===== src/logic/nanov_consts.svh =====
////////////////////
// Widths and major opcode values shared by the serial datapath.
// Include in any file that needs a width or an opcode value.
////////////////////
`ifndef NANOV_CONSTS_SVH
`define NANOV_CONSTS_SVH

// Data width and register file size for RV32E.
`define NANOV_XLEN 32
`define NANOV_NUM_REGS 16

// Major opcodes, instruction bits 6 to 2.
`define NANOV_OPC_OP_IMM 5'b00100
`define NANOV_OPC_OP 5'b01100
`define NANOV_OPC_STORE 5'b01000

`endif


===== src/logic/nanov_isa_pkg.sv =====
////////////////////
// Instruction field types for the decoder and the core ports.
////////////////////
`include "nanov_consts.svh"

package nanov_isa_pkg;

    // Full instruction word, always 32 bits whatever the data width.
    typedef logic [31:0] instr_t;

    // Major opcode, instruction bits 6 to 2.
    typedef logic [4:0] opcode_t;

    // Register index into the RV32E register file.
    typedef logic [$clog2(`NANOV_NUM_REGS)-1:0] reg_idx_t;

    typedef logic [2:0] funct3_t;

    // ALU operation: modifier bit above funct3.
    // The modifier selects SUB and SRA/SRAI.
    typedef logic [3:0] alu_op_t;

endpackage


===== src/logic/nanov_core_pkg.sv =====
////////////////////
// Types of the bit-serial datapath: data word, bit position, pass number.
////////////////////
`include "nanov_consts.svh"

package nanov_core_pkg;

    typedef logic [`NANOV_XLEN-1:0] word_t;

    // Position of the current bit within a pass.
    typedef logic [$clog2(`NANOV_XLEN)-1:0] bit_idx_t;

    // Pass number supplied with the instruction.
    typedef logic [1:0] pass_t;

    typedef logic [$clog2(`NANOV_XLEN)-1:0] shamt_t;

endpackage


===== src/logic/nanov_decode.sv =====
////////////////////
// Bit index counter and instruction decode.
// Produces register fields, the serial immediate and per-clock strobes.
////////////////////
`timescale 1ns/100ps
`include "nanov_consts.svh"

module nanov_decode (
    input  logic                     clk,
    input  logic                     rstn,
    input  nanov_isa_pkg::instr_t    instr,
    input  nanov_core_pkg::pass_t    cycle,
    output nanov_core_pkg::bit_idx_t bit_idx,
    output nanov_isa_pkg::reg_idx_t  rs1,
    output nanov_isa_pkg::reg_idx_t  rs2,
    output nanov_isa_pkg::reg_idx_t  rd,
    output nanov_isa_pkg::alu_op_t   alu_op,
    output logic                     sel_rs2,
    output logic                     imm_bit,
    output nanov_core_pkg::shamt_t   imm_shamt,
    output logic                     wr_en,
    output logic                     cmp_last,
    output logic                     capture_shift,
    output logic                     capture_store
);

    nanov_isa_pkg::opcode_t  opcode;
    nanov_isa_pkg::funct3_t  funct3;
    nanov_core_pkg::word_t   i_imm;
    logic                    running;
    logic                    is_op;
    logic                    is_alu;
    logic                    is_store;
    logic                    is_shift;
    logic                    is_cmp;
    logic                    first_pass;

    // Index holds at 0 for the first clock after reset release.
    always_ff @(posedge clk) begin
        if (!rstn) begin
            running <= 1'b0;
            bit_idx <= '0;
        end else begin
            running <= 1'b1;
            if (running) begin
                bit_idx <= bit_idx + 1'b1;
            end
        end
    end

    assign opcode = instr[6:2];
    assign funct3 = instr[14:12];

    assign rs1 = instr[18:15];
    assign rs2 = instr[23:20];
    assign rd  = instr[10:7];

    assign is_op    = (opcode == `NANOV_OPC_OP);
    assign is_alu   = is_op || (opcode == `NANOV_OPC_OP_IMM);
    assign is_store = (opcode == `NANOV_OPC_STORE);
    assign is_shift = is_alu && (funct3[1:0] == 2'b01);
    assign is_cmp   = is_alu && (funct3[2:1] == 2'b01);

    // Bit 30 also marks SRAI, so it is kept for right shifts of either form.
    assign alu_op  = {instr[30] && (is_op || funct3 == 3'b101), funct3};
    assign sel_rs2 = is_op;

    assign i_imm     = {{(`NANOV_XLEN-12){instr[31]}}, instr[31:20]};
    assign imm_bit   = i_imm[bit_idx];
    assign imm_shamt = instr[24:20];

    assign first_pass = running && (cycle == 2'd0);

    // Shifts write on their second pass, everything else on the first.
    assign wr_en = running && is_alu && (cycle == (is_shift ? 2'd1 : 2'd0));

    assign cmp_last = first_pass && is_cmp && (bit_idx == '1);

    assign capture_shift = first_pass && is_shift && (bit_idx < 5);

    assign capture_store = (first_pass && is_shift) || (running && is_store);

endmodule


===== src/logic/nanov_registers.sv =====
////////////////////
// Serial register file, one circular shift register per entry.
// All entries rotate every clock; x0 has no storage and reads as zero.
////////////////////
`timescale 1ns/100ps
`include "nanov_consts.svh"

module nanov_registers (
    input  logic                    clk,
    input  logic                    rstn,
    input  nanov_isa_pkg::reg_idx_t rs1,
    input  nanov_isa_pkg::reg_idx_t rs2,
    input  nanov_isa_pkg::reg_idx_t rd,
    input  logic                    wr_en,
    input  logic                    cmp_last,
    input  logic                    rd_bit,
    input  logic                    cmp_bit,
    output logic                    rs1_bit,
    output logic                    rs2_bit
);

    nanov_core_pkg::word_t       regs [1:`NANOV_NUM_REGS-1];
    logic [`NANOV_NUM_REGS-1:0]  low_bits;

    assign low_bits[0] = 1'b0;

    for (genvar i = 1; i < `NANOV_NUM_REGS; i++) begin : g_reg
        logic wr_hit;
        logic cmp_hit;
        logic top_bit;
        logic next_low;

        assign wr_hit  = rstn && wr_en && (rd == nanov_isa_pkg::reg_idx_t'(i));
        assign cmp_hit = rstn && cmp_last && (rd == nanov_isa_pkg::reg_idx_t'(i));

        // Unwritten bits rotate back in at the top.
        assign top_bit = wr_hit ? rd_bit : regs[i][0];

        // Bit 1 moves to bit 0 on this edge, so the flag goes there.
        assign next_low = cmp_hit ? cmp_bit : regs[i][1];

        always_ff @(posedge clk) begin
            regs[i] <= {top_bit, regs[i][`NANOV_XLEN-1:2], next_low};
        end

        assign low_bits[i] = regs[i][0];
    end

    assign rs1_bit = low_bits[rs1];
    assign rs2_bit = low_bits[rs2];

endmodule


===== src/logic/nanov_execute.sv =====
////////////////////
// Serial adder and logic unit, compare flag, and the serial shifter.
// The shifter reads its source word from the store buffer.
////////////////////
`timescale 1ns/100ps
`include "nanov_consts.svh"

module nanov_execute (
    input  logic                     clk,
    input  logic                     rstn,
    input  nanov_core_pkg::bit_idx_t bit_idx,
    input  nanov_isa_pkg::alu_op_t   alu_op,
    input  logic                     sel_rs2,
    input  logic                     imm_bit,
    input  nanov_core_pkg::shamt_t   imm_shamt,
    input  logic                     capture_shift,
    input  logic                     rs1_bit,
    input  logic                     rs2_bit,
    input  nanov_core_pkg::word_t    store_word,
    output logic                     alu_bit,
    output logic                     shift_bit,
    output logic                     cmp_flag
);

    localparam int IDX_W = $bits(nanov_core_pkg::bit_idx_t);
    localparam int SH_W  = $bits(nanov_core_pkg::shamt_t);

    nanov_isa_pkg::funct3_t  funct3;
    nanov_core_pkg::shamt_t  shamt_q;
    nanov_core_pkg::shamt_t  shamt;
    logic [IDX_W:0]          src_pos;
    logic                    is_sub;
    logic                    is_cmp;
    logic                    invert_b;
    logic                    b_bit;
    logic                    b_eff;
    logic                    carry_q;
    logic                    carry_in;
    logic                    sum_bit;
    logic                    carry_out;
    logic                    lt_signed;
    logic                    shift_right;
    logic                    fill_bit;

    assign funct3 = alu_op[2:0];

    assign is_sub   = alu_op[3] && (funct3 == 3'b000);
    assign is_cmp   = (funct3[2:1] == 2'b01);
    assign invert_b = is_sub || is_cmp;

    assign b_bit = sel_rs2 ? rs2_bit : imm_bit;
    assign b_eff = b_bit ^ invert_b;

    // Subtraction is a + ~b + 1, the +1 preset at bit 0.
    assign carry_in  = (bit_idx == '0) ? invert_b : carry_q;
    assign sum_bit   = rs1_bit ^ b_eff ^ carry_in;
    assign carry_out = (rs1_bit & b_eff) | (rs1_bit & carry_in) | (b_eff & carry_in);

    always_ff @(posedge clk) begin
        if (!rstn) begin
            carry_q <= 1'b0;
        end else begin
            carry_q <= carry_out;
        end
    end

    always_comb begin
        case (funct3)
            3'b100:  alu_bit = rs1_bit ^ b_bit;
            3'b110:  alu_bit = rs1_bit | b_bit;
            3'b111:  alu_bit = rs1_bit & b_bit;
            default: alu_bit = sum_bit;
        endcase
    end

    // Meaningful at the top bit only.
    // Signs differ: a is less if negative; otherwise the sign of a - b.
    assign lt_signed = (rs1_bit ^ b_bit) ? rs1_bit : sum_bit;
    assign cmp_flag  = funct3[0] ? ~carry_out : lt_signed;

    // rs2 arrives low bit first over bits 0 to 4.
    always_ff @(posedge clk) begin
        if (capture_shift) begin
            shamt_q <= {rs2_bit, shamt_q[SH_W-1:1]};
        end
    end

    assign shamt       = sel_rs2 ? shamt_q : imm_shamt;
    assign shift_right = funct3[2];

    // Extra top bit flags a position outside the word.
    assign src_pos = shift_right ? ({1'b0, bit_idx} + {1'b0, shamt}) :
                                   ({1'b0, bit_idx} - {1'b0, shamt});

    assign fill_bit  = alu_op[3] && store_word[`NANOV_XLEN-1];
    assign shift_bit = src_pos[IDX_W] ? fill_bit : store_word[src_pos[IDX_W-1:0]];

endmodule


===== src/logic/nanov_result.sv =====
////////////////////
// Store buffer, destination bit select and compare outputs.
////////////////////
`timescale 1ns/100ps
`include "nanov_consts.svh"

module nanov_result (
    input  logic                   clk,
    input  logic                   rstn,
    input  nanov_isa_pkg::alu_op_t alu_op,
    input  logic                   capture_store,
    input  logic                   rs1_bit,
    input  logic                   rs2_bit,
    input  logic                   alu_bit,
    input  logic                   shift_bit,
    input  logic                   cmp_flag,
    input  logic                   cmp_last,
    output logic                   rd_bit,
    output logic                   cmp_bit,
    output nanov_core_pkg::word_t  store_word,
    output nanov_core_pkg::word_t  data_out,
    output logic                   branch
);

    nanov_core_pkg::word_t store_q;
    logic                  is_shift;
    logic                  is_cmp;
    logic                  store_in;

    assign is_shift = (alu_op[1:0] == 2'b01);
    assign is_cmp   = (alu_op[2:1] == 2'b01);

    // Shifts buffer their source, stores buffer rs2.
    assign store_in = is_shift ? rs1_bit : rs2_bit;

    always_ff @(posedge clk) begin
        if (!rstn) begin
            store_q <= '0;
        end else if (capture_store) begin
            store_q <= {store_in, store_q[`NANOV_XLEN-1:1]};
        end
    end

    assign store_word = store_q;
    assign data_out   = store_q;

    // Compares write zeros; the flag lands in bit 0 at the end.
    assign rd_bit = is_shift ? shift_bit : (is_cmp ? 1'b0 : alu_bit);

    assign cmp_bit = cmp_last && cmp_flag;
    assign branch  = cmp_last && cmp_flag;

endmodule


===== src/logic/nanov_core.sv =====
////////////////////
// Top level of the bit-serial RV32E datapath.
// Hold instr and cycle stable for each 32-clock pass.
////////////////////
`timescale 1ns/100ps

module nanov_core (
    input  logic                  clk,
    input  logic                  rstn,
    input  nanov_isa_pkg::instr_t instr,
    input  nanov_core_pkg::pass_t cycle,
    output nanov_core_pkg::word_t data_out,
    output logic                  branch
);

    nanov_core_pkg::bit_idx_t bit_idx;
    nanov_isa_pkg::reg_idx_t  rs1;
    nanov_isa_pkg::reg_idx_t  rs2;
    nanov_isa_pkg::reg_idx_t  rd;
    nanov_isa_pkg::alu_op_t   alu_op;
    nanov_core_pkg::shamt_t   imm_shamt;
    nanov_core_pkg::word_t    store_word;
    logic                     sel_rs2;
    logic                     imm_bit;
    logic                     wr_en;
    logic                     cmp_last;
    logic                     capture_shift;
    logic                     capture_store;
    logic                     rs1_bit;
    logic                     rs2_bit;
    logic                     rd_bit;
    logic                     cmp_bit;
    logic                     alu_bit;
    logic                     shift_bit;
    logic                     cmp_flag;

    nanov_decode decode_i (
        .clk           (clk),
        .rstn          (rstn),
        .instr         (instr),
        .cycle         (cycle),
        .bit_idx       (bit_idx),
        .rs1           (rs1),
        .rs2           (rs2),
        .rd            (rd),
        .alu_op        (alu_op),
        .sel_rs2       (sel_rs2),
        .imm_bit       (imm_bit),
        .imm_shamt     (imm_shamt),
        .wr_en         (wr_en),
        .cmp_last      (cmp_last),
        .capture_shift (capture_shift),
        .capture_store (capture_store)
    );

    nanov_registers registers_i (
        .clk      (clk),
        .rstn     (rstn),
        .rs1      (rs1),
        .rs2      (rs2),
        .rd       (rd),
        .wr_en    (wr_en),
        .cmp_last (cmp_last),
        .rd_bit   (rd_bit),
        .cmp_bit  (cmp_bit),
        .rs1_bit  (rs1_bit),
        .rs2_bit  (rs2_bit)
    );

    nanov_execute execute_i (
        .clk           (clk),
        .rstn          (rstn),
        .bit_idx       (bit_idx),
        .alu_op        (alu_op),
        .sel_rs2       (sel_rs2),
        .imm_bit       (imm_bit),
        .imm_shamt     (imm_shamt),
        .capture_shift (capture_shift),
        .rs1_bit       (rs1_bit),
        .rs2_bit       (rs2_bit),
        .store_word    (store_word),
        .alu_bit       (alu_bit),
        .shift_bit     (shift_bit),
        .cmp_flag      (cmp_flag)
    );

    nanov_result result_i (
        .clk           (clk),
        .rstn          (rstn),
        .alu_op        (alu_op),
        .capture_store (capture_store),
        .rs1_bit       (rs1_bit),
        .rs2_bit       (rs2_bit),
        .alu_bit       (alu_bit),
        .shift_bit     (shift_bit),
        .cmp_flag      (cmp_flag),
        .cmp_last      (cmp_last),
        .rd_bit        (rd_bit),
        .cmp_bit       (cmp_bit),
        .store_word    (store_word),
        .data_out      (data_out),
        .branch        (branch)
    );

endmodule


===== config.mk =====
export PLATFORM = sky130hd
export DESIGN_NAME = nanov_core
export DESIGN_NICKNAME = d
export VERILOG_FILES = /design/src/logic/nanov_isa_pkg.sv /design/src/logic/nanov_core_pkg.sv /design/src/logic/nanov_decode.sv /design/src/logic/nanov_registers.sv /design/src/logic/nanov_execute.sv /design/src/logic/nanov_result.sv /design/src/logic/nanov_core.sv
export VERILOG_INCLUDE_DIRS = /design/src /design/src/logic
export SDC_FILE = /design/constraint.sdc
export NUM_CORES = 1
export LEC_CHECK = 0
export BUFFER_PORTS_ARGS = -buffer_cell sky130_fd_sc_hd__buf_2
export CAP_MARGIN = 20
export CORE_MARGIN = 4
export CORE_UTILIZATION = 60
export CTS_CLUSTER_SIZE = 8
export DETAILED_ROUTE_END_ITERATION = 7
export GPL_ROUTABILITY_DRIVEN = 0
export HOLD_SLACK_MARGIN = 0.06
export PLACE_DENSITY = 0.83
export REMOVE_ABC_BUFFERS = 1
export SLEW_MARGIN = 10
export SYNTH_ARGS = -nofsm -noshare
export SYNTH_HDL_FRONTEND = slang
export SYNTH_SLANG_ARGS = --single-unit

===== constraint.sdc =====
create_clock -name clk -period 9.3 [get_ports clk]
set_clock_uncertainty 0.15 [all_clocks]
set_input_delay 0.465 -clock clk [delete_from_list [all_inputs] [get_ports clk]]
set_output_delay 0.465 -clock clk [all_outputs]
set_load 0.01 [all_outputs]

---- Yosys cells after proc, flatten, opt, wreduce, memory -nomap -nowiden ----
Memories as Yosys holds them, arrays and structs flattened.
Index checks and enable logic that the tools add are counted.
operators by class
  $add $sub $neg .......................... 3
  $mul .................................... 0
  div/mod/pow operators ................... 0
  $lt $le $gt $ge ......................... 5
  equality and inequality tests ........... 26
  shift operators ......................... 0
  multiplexer cells ....................... 51
  bitwise logic cells ..................... 12
  reductions and logical operators ........ 53
operators by type and width
  kind                                                                   number
  1-bit logical AND                                                      46
  1-bit two-way mux                                                      44
  4-bit == test (second input constant)                                  8
  4-bit by 3-bit == test with 1-bit output (second input constant)       4
  3-bit == test (second input constant)                                  4
  5-bit by 6-bit < comparator with 1-bit output (second input constant)  2
  1-bit binary-select mux with 5-bit select                              2
  5-bit by 4-bit == test with 1-bit output (second input constant)       2
  4-bit by 5-bit < comparator with 1-bit output (second input constant)  2
  1-bit binary-select mux with 4-bit select                              2
  4-bit by 2-bit == test with 1-bit output (second input constant)       2
  5-bit by 5-bit adder with 6-bit output                                 1
  6-bit two-way mux                                                      1
  5-bit by 5-bit subtractor with 6-bit output                            1
  5-bit by 1-bit adder with 5-bit output (second input constant)         1
  5-bit by 3-bit == test with 1-bit output (second input constant)       1
  5-bit == test (second input constant)                                  1
  5-bit logical NOT                                                      1
  5-bit by 3-bit < comparator with 1-bit output (second input constant)  1
  5-bit two-way mux                                                      1
  1-bit bitwise AND                                                      4
  2-bit by 1-bit == test with 1-bit output (second input constant)       2
  4-bit by 1-bit == test with 1-bit output (second input constant)       1
  1-bit logical OR                                                       4
  7 further kinds                                                        12
word-level totals
  register bits after elaboration ......... 44
  latch bits .............................. 0
  RAM bits ................................ 480
  memory bits (read-only) ................. 0
  bits of input ports ..................... 36
  output and inout port bits .............. 33
  logic and storage cells ................. 156
  memories kept ........................... 1
memory list
  name              depth  bits a word  read ports  clocked after Yosys merged registers in  wr ports  line                   RTL
  registers_i.regs  15     32           15          0                                        15        nanov_registers.sv:22  nanov_core_pkg::word_t regs [1:`NANOV_NUM_REGS-1];

---- Logic depth before layout (Yosys ltp) ----
  word-level depth ........................ 13
  mapped depth ............................ 17
  gate-level depth less buffers ........... 14

---- Hierarchy ----
Synthesis repeated with hierarchy kept, for this count alone.
second synthesis, totals
  cell total of the unflattened synthesis .. 893
  area total of the unflattened synthesis .. 13730.7 µm²
by module, submodules not included
  module           instances  cells an instance  area each (µm²)
  nanov_registers  1          586                10560.1
  nanov_result     1          143                1545.2
  nanov_execute    1          90                 975.9
  nanov_decode     1          74                 649.4

---- Worst setup path after synthesis ----
OpenSTA, ideal clock, no wires.
  kind .................................... input to register
  start ................................... input instr[20]
  end ..................................... register registers_i.regs[0][127] (netlist name)
  data arrival time ....................... 4169 ps
  data required time ...................... 9076 ps
  setup slack ............................. 4907 ps
  stages .................................. 13
  path buffers ............................ 1
  cell sequence ........................... clkbuf_1 > mux4_2 > mux4_2 > nor2_1 > a21oi_1 > xnor2_1 > fa_1 > or2_0 > a211oi_1 > a311oi_1 > nor3_1 > nand2_1 > a31oi_1
RTL lines
  element          line              RTL
  start, declared  nanov_core.sv:10  input nanov_isa_pkg::instr_t instr,

==> metrics.md <==
| Metric | Value |
|---|---|
| Postcts setup bufs | `0` |
| Initial antenna violation count | `2` |
| Leak pwr | `~6.4 nW` |
| Die ar. | `0.02441 mm²` |
| Clk slew on worst S/H paths | `about 0.050 ns` |
| Die height | `~160 µm` |
| Wire length per cell | `between 15 and 20 µm` |
| Max-cap violations | `0` |
| Rel. slew slack | `0.2575` |
| Max IR drop VDD | `about 0.22 mV` |
| Final Hold Viols | `0` |
| Ys flop type | `dfxtp_1` |
| Total Routing Usage GR | `0.2076` |
| Worst Tran Pin Value | `between 1 and 1.5 ns` |
| Detailed Route WL | `roughly 25 mm` |
| Area grow syn2layout | `19.73%` |
| Top-count cell post-synth | `dfxtp_1` |
| Dominant cell type by area after synthesis | `dfxtp_1` |
| First-pass DRT Iterations | `5` |
| HP Class | `in -> reg` |
| CTS H-tree lvls | `3` |
| Final core occ | `0.7416` |
| Pin count of the biggest net entering global routing | `41` |
| Crit path required time | `between 9 and 10 ns` |
| Via count | `roughly 6900` |
| Top-Level Pins | `between 60 and 70` |
| Fmax | `between 200 and 250 MHz` |
| Number of CTS-inserted buffers | `75` |
| CP arrival | `~5.1 ns` |
| DIE WIDTH | `around 160 µm` |
| Vias in the first global route | `~7400` |
| Layout cells sized above 1 | `0.1728` |
| Global-route wire length before repair | `about 39 mm` |
| Power Total | `between 4 and 5 mW` |
| Clock tree buffer depth | `3` |
| Critical Setup Path Class | `reg -> reg` |
| Status | `finished, final reports clean` |
| Top post-synthesis cells by area | `dfxtp_1 79%, nand2_1 2.2%, a21oi_1 2.0%, a21boi_1 1.7%, mux4_2 1.7%` |
| Seq/Total Area, Yosys | `0.7995` |
| Setup crit start kind | `register` |
| Period utilization | `0.5146` |
| Ys Warns | `0` |
| Core ar. | `0.02129 mm²` |
| Setup TNS | `0 ns` |
| Post-synth EDFFs | `5` |
| Fillers | `roughly 1200` |
| Worst path cell trace | `mux2_2, a22oi_1, a21oi_1, o22ai_1, a21oi_1, xnor2_1, fa_1, or2_0, a211oi_1, a311oi_1, nor3_1, nand2_1, a31oi_1` |
| Initial DRC Count | `between 400 and 500` |
| Crit-path slowest cell | `nor3_1` |
| Starting Density | `0.6193` |
| Pwr Density | `roughly 300 mW/mm²` |
| Rows | `53` |
| Async S/R FF share, synth | `0` |
| Most used cell, CP | `a21oi_1` |
| Final setup viols | `0` |
| Pins Over Slew Limit | `0` |
| Minimum clock period | `around 4.8 ns` |
| Crit path capture type | `register` |
| Share of the synthesized area in the top cell type | `0.7881` |
| Clock Latency Late Sink | `roughly 0.56 ns` |
| Max FO, Critical Path | `12` |
| Max incr delay on CP | `~0.82 ns` |
| Clock sinks | `roughly 520` |
| Seq cells post-synth | `524` |
| Yosys cell types | `51` |
| RSZ-0062 raised after global routing | `no` |
| Post-Synthesis Cells | `907` |
| CTS tree | `built` |
| Mapped Avg Cell Area | `approximately 15 µm²` |
| Hold-fix buffers, CTS | `0` |
| Overflow after GRT | `0` |
| Via density | `around 5.3` |
| Hpwl dp | `~13 mm` |
| Post-Syn Area | `around 0.013 mm²` |
| DRC Markers | `0` |
| Detail Route Antenna Nets | `0` |
| Most frequent cells after synthesis | `519 x dfxtp_1, 76 x nand2_1, 53 x a21oi_1` |
| Final #Nets | `~1100` |
| Root Driver | `clkbuf_16` |
| Post-cts resize count | `0` |
| Port buffer count | `64` |
[stage by stage]
stage                     hold slack [ns]  cell area [µm²]  setup WS (ns)  instances
final                              0.1216            15790          4.515       1307
after global routing               0.1472            15780          4.226       1306
after CTS                          0.1618            15750          4.555       1302
after detailed placement           0.1621            13740          4.168       1217
after global placement             0.1607            13720          4.215       1216
after floorplan                    0.1596            13030          4.884        876
[final cells by class]
class,count,area [µm²],area share
Tap cell,275,344.1,0.02180
Antenna cell,2,5.005,0.0003171
Multi-Input combinational cell,346,2482,0.1573
Sequential cell,524,10540,0.6677
Clock inverter,6,92.59,0.005866
Inverter,6,22.52,0.001427
Timing Repair Buffer,69,385.4,0.02441
Clock buffer,79,1913,0.1212
[worst max-delay path, delay by kind of cell (launching register included)]
kind,cells,cell delay (ns)
XOR/XNOR,1,0.26
multiplexers,1,0.40
AND/OR/NAND/NOR,3,1.43
flip-flops,1,0.65
AO/OA/AOI/OAI,7,1.33
adder cells (fa/ha/maj),1,0.47
[final timing paths]
path / from / end / slack, ns / cells past startpoint
min reg2reg: registers_i.regs[0][199] / registers_i.regs[0][198] / 0.16 / 0
max: decode_i.bit_idx[0] / registers_i.regs[0][127] / 4.51 / 13
min: instr[10] / registers_i.regs[0][128] / 0.12 / 3
max reg2reg: decode_i.bit_idx[0] / registers_i.regs[0][127] / 4.51 / 13
[report_power, final]
group	total [mW]	switching [mW]	internal, mW
logic	0.0983	0.0558	0.0425
clock network	2.35	0.877	1.47
registers	2.26	0.00447	2.26
[routing by layer]
layer	track usage	part of all wire	vias up
met1	0.2585	0.41	3403
met2	0.3488	0.52	184
met4	0.08264	0.022	2
li1	-	-	3258
met5	0	0.00036	-
met3	0.05365	0.045	46
[flip-flops by register name, indices dropped and copies added, names as in the netlist]
signal / cells
execute_i.carry_q: 1
execute_i.shamt_q: 5
decode_i.bit_idx: 5
registers_i.regs: 480
decode_i.running: 1
result_i.data_out: 32
[cells in the final DEF, fill, tap and decap left out, types with 3 or more instances in the layout]
cell       count
dfxtp_1      519
nand2_1       76
clkbuf_16     76
buf_2         64
a21oi_1       53
a21boi_1      30
a31oi_1       24
nor2_1        17
mux2i_1       16
ha_1          11
mux4_2        10
nand3_1        9
xnor2_1        9
mux2_2         8
and3_1         8
nor2b_1        7
nor3_1         7
inv_1          6
and2_1         6
mux4_1         6
a21oi_2        6
nand2b_1       5
edfxtp_1       5
o21ai_0        3
xor2_1         3
a21o_1         3
inv_6          3
clkbuf_1       3
buf_4          3
[logic make-up after synthesis]
group           synth area share
flops                     0.7995
simple gates             0.05163
compound gates           0.06368
mux                      0.04802
buf+inv                  0.01367
xor+xnor                 0.01006
fa+ha+maj                0.01348
No activity file was read; power rests on OpenSTA's default activity.
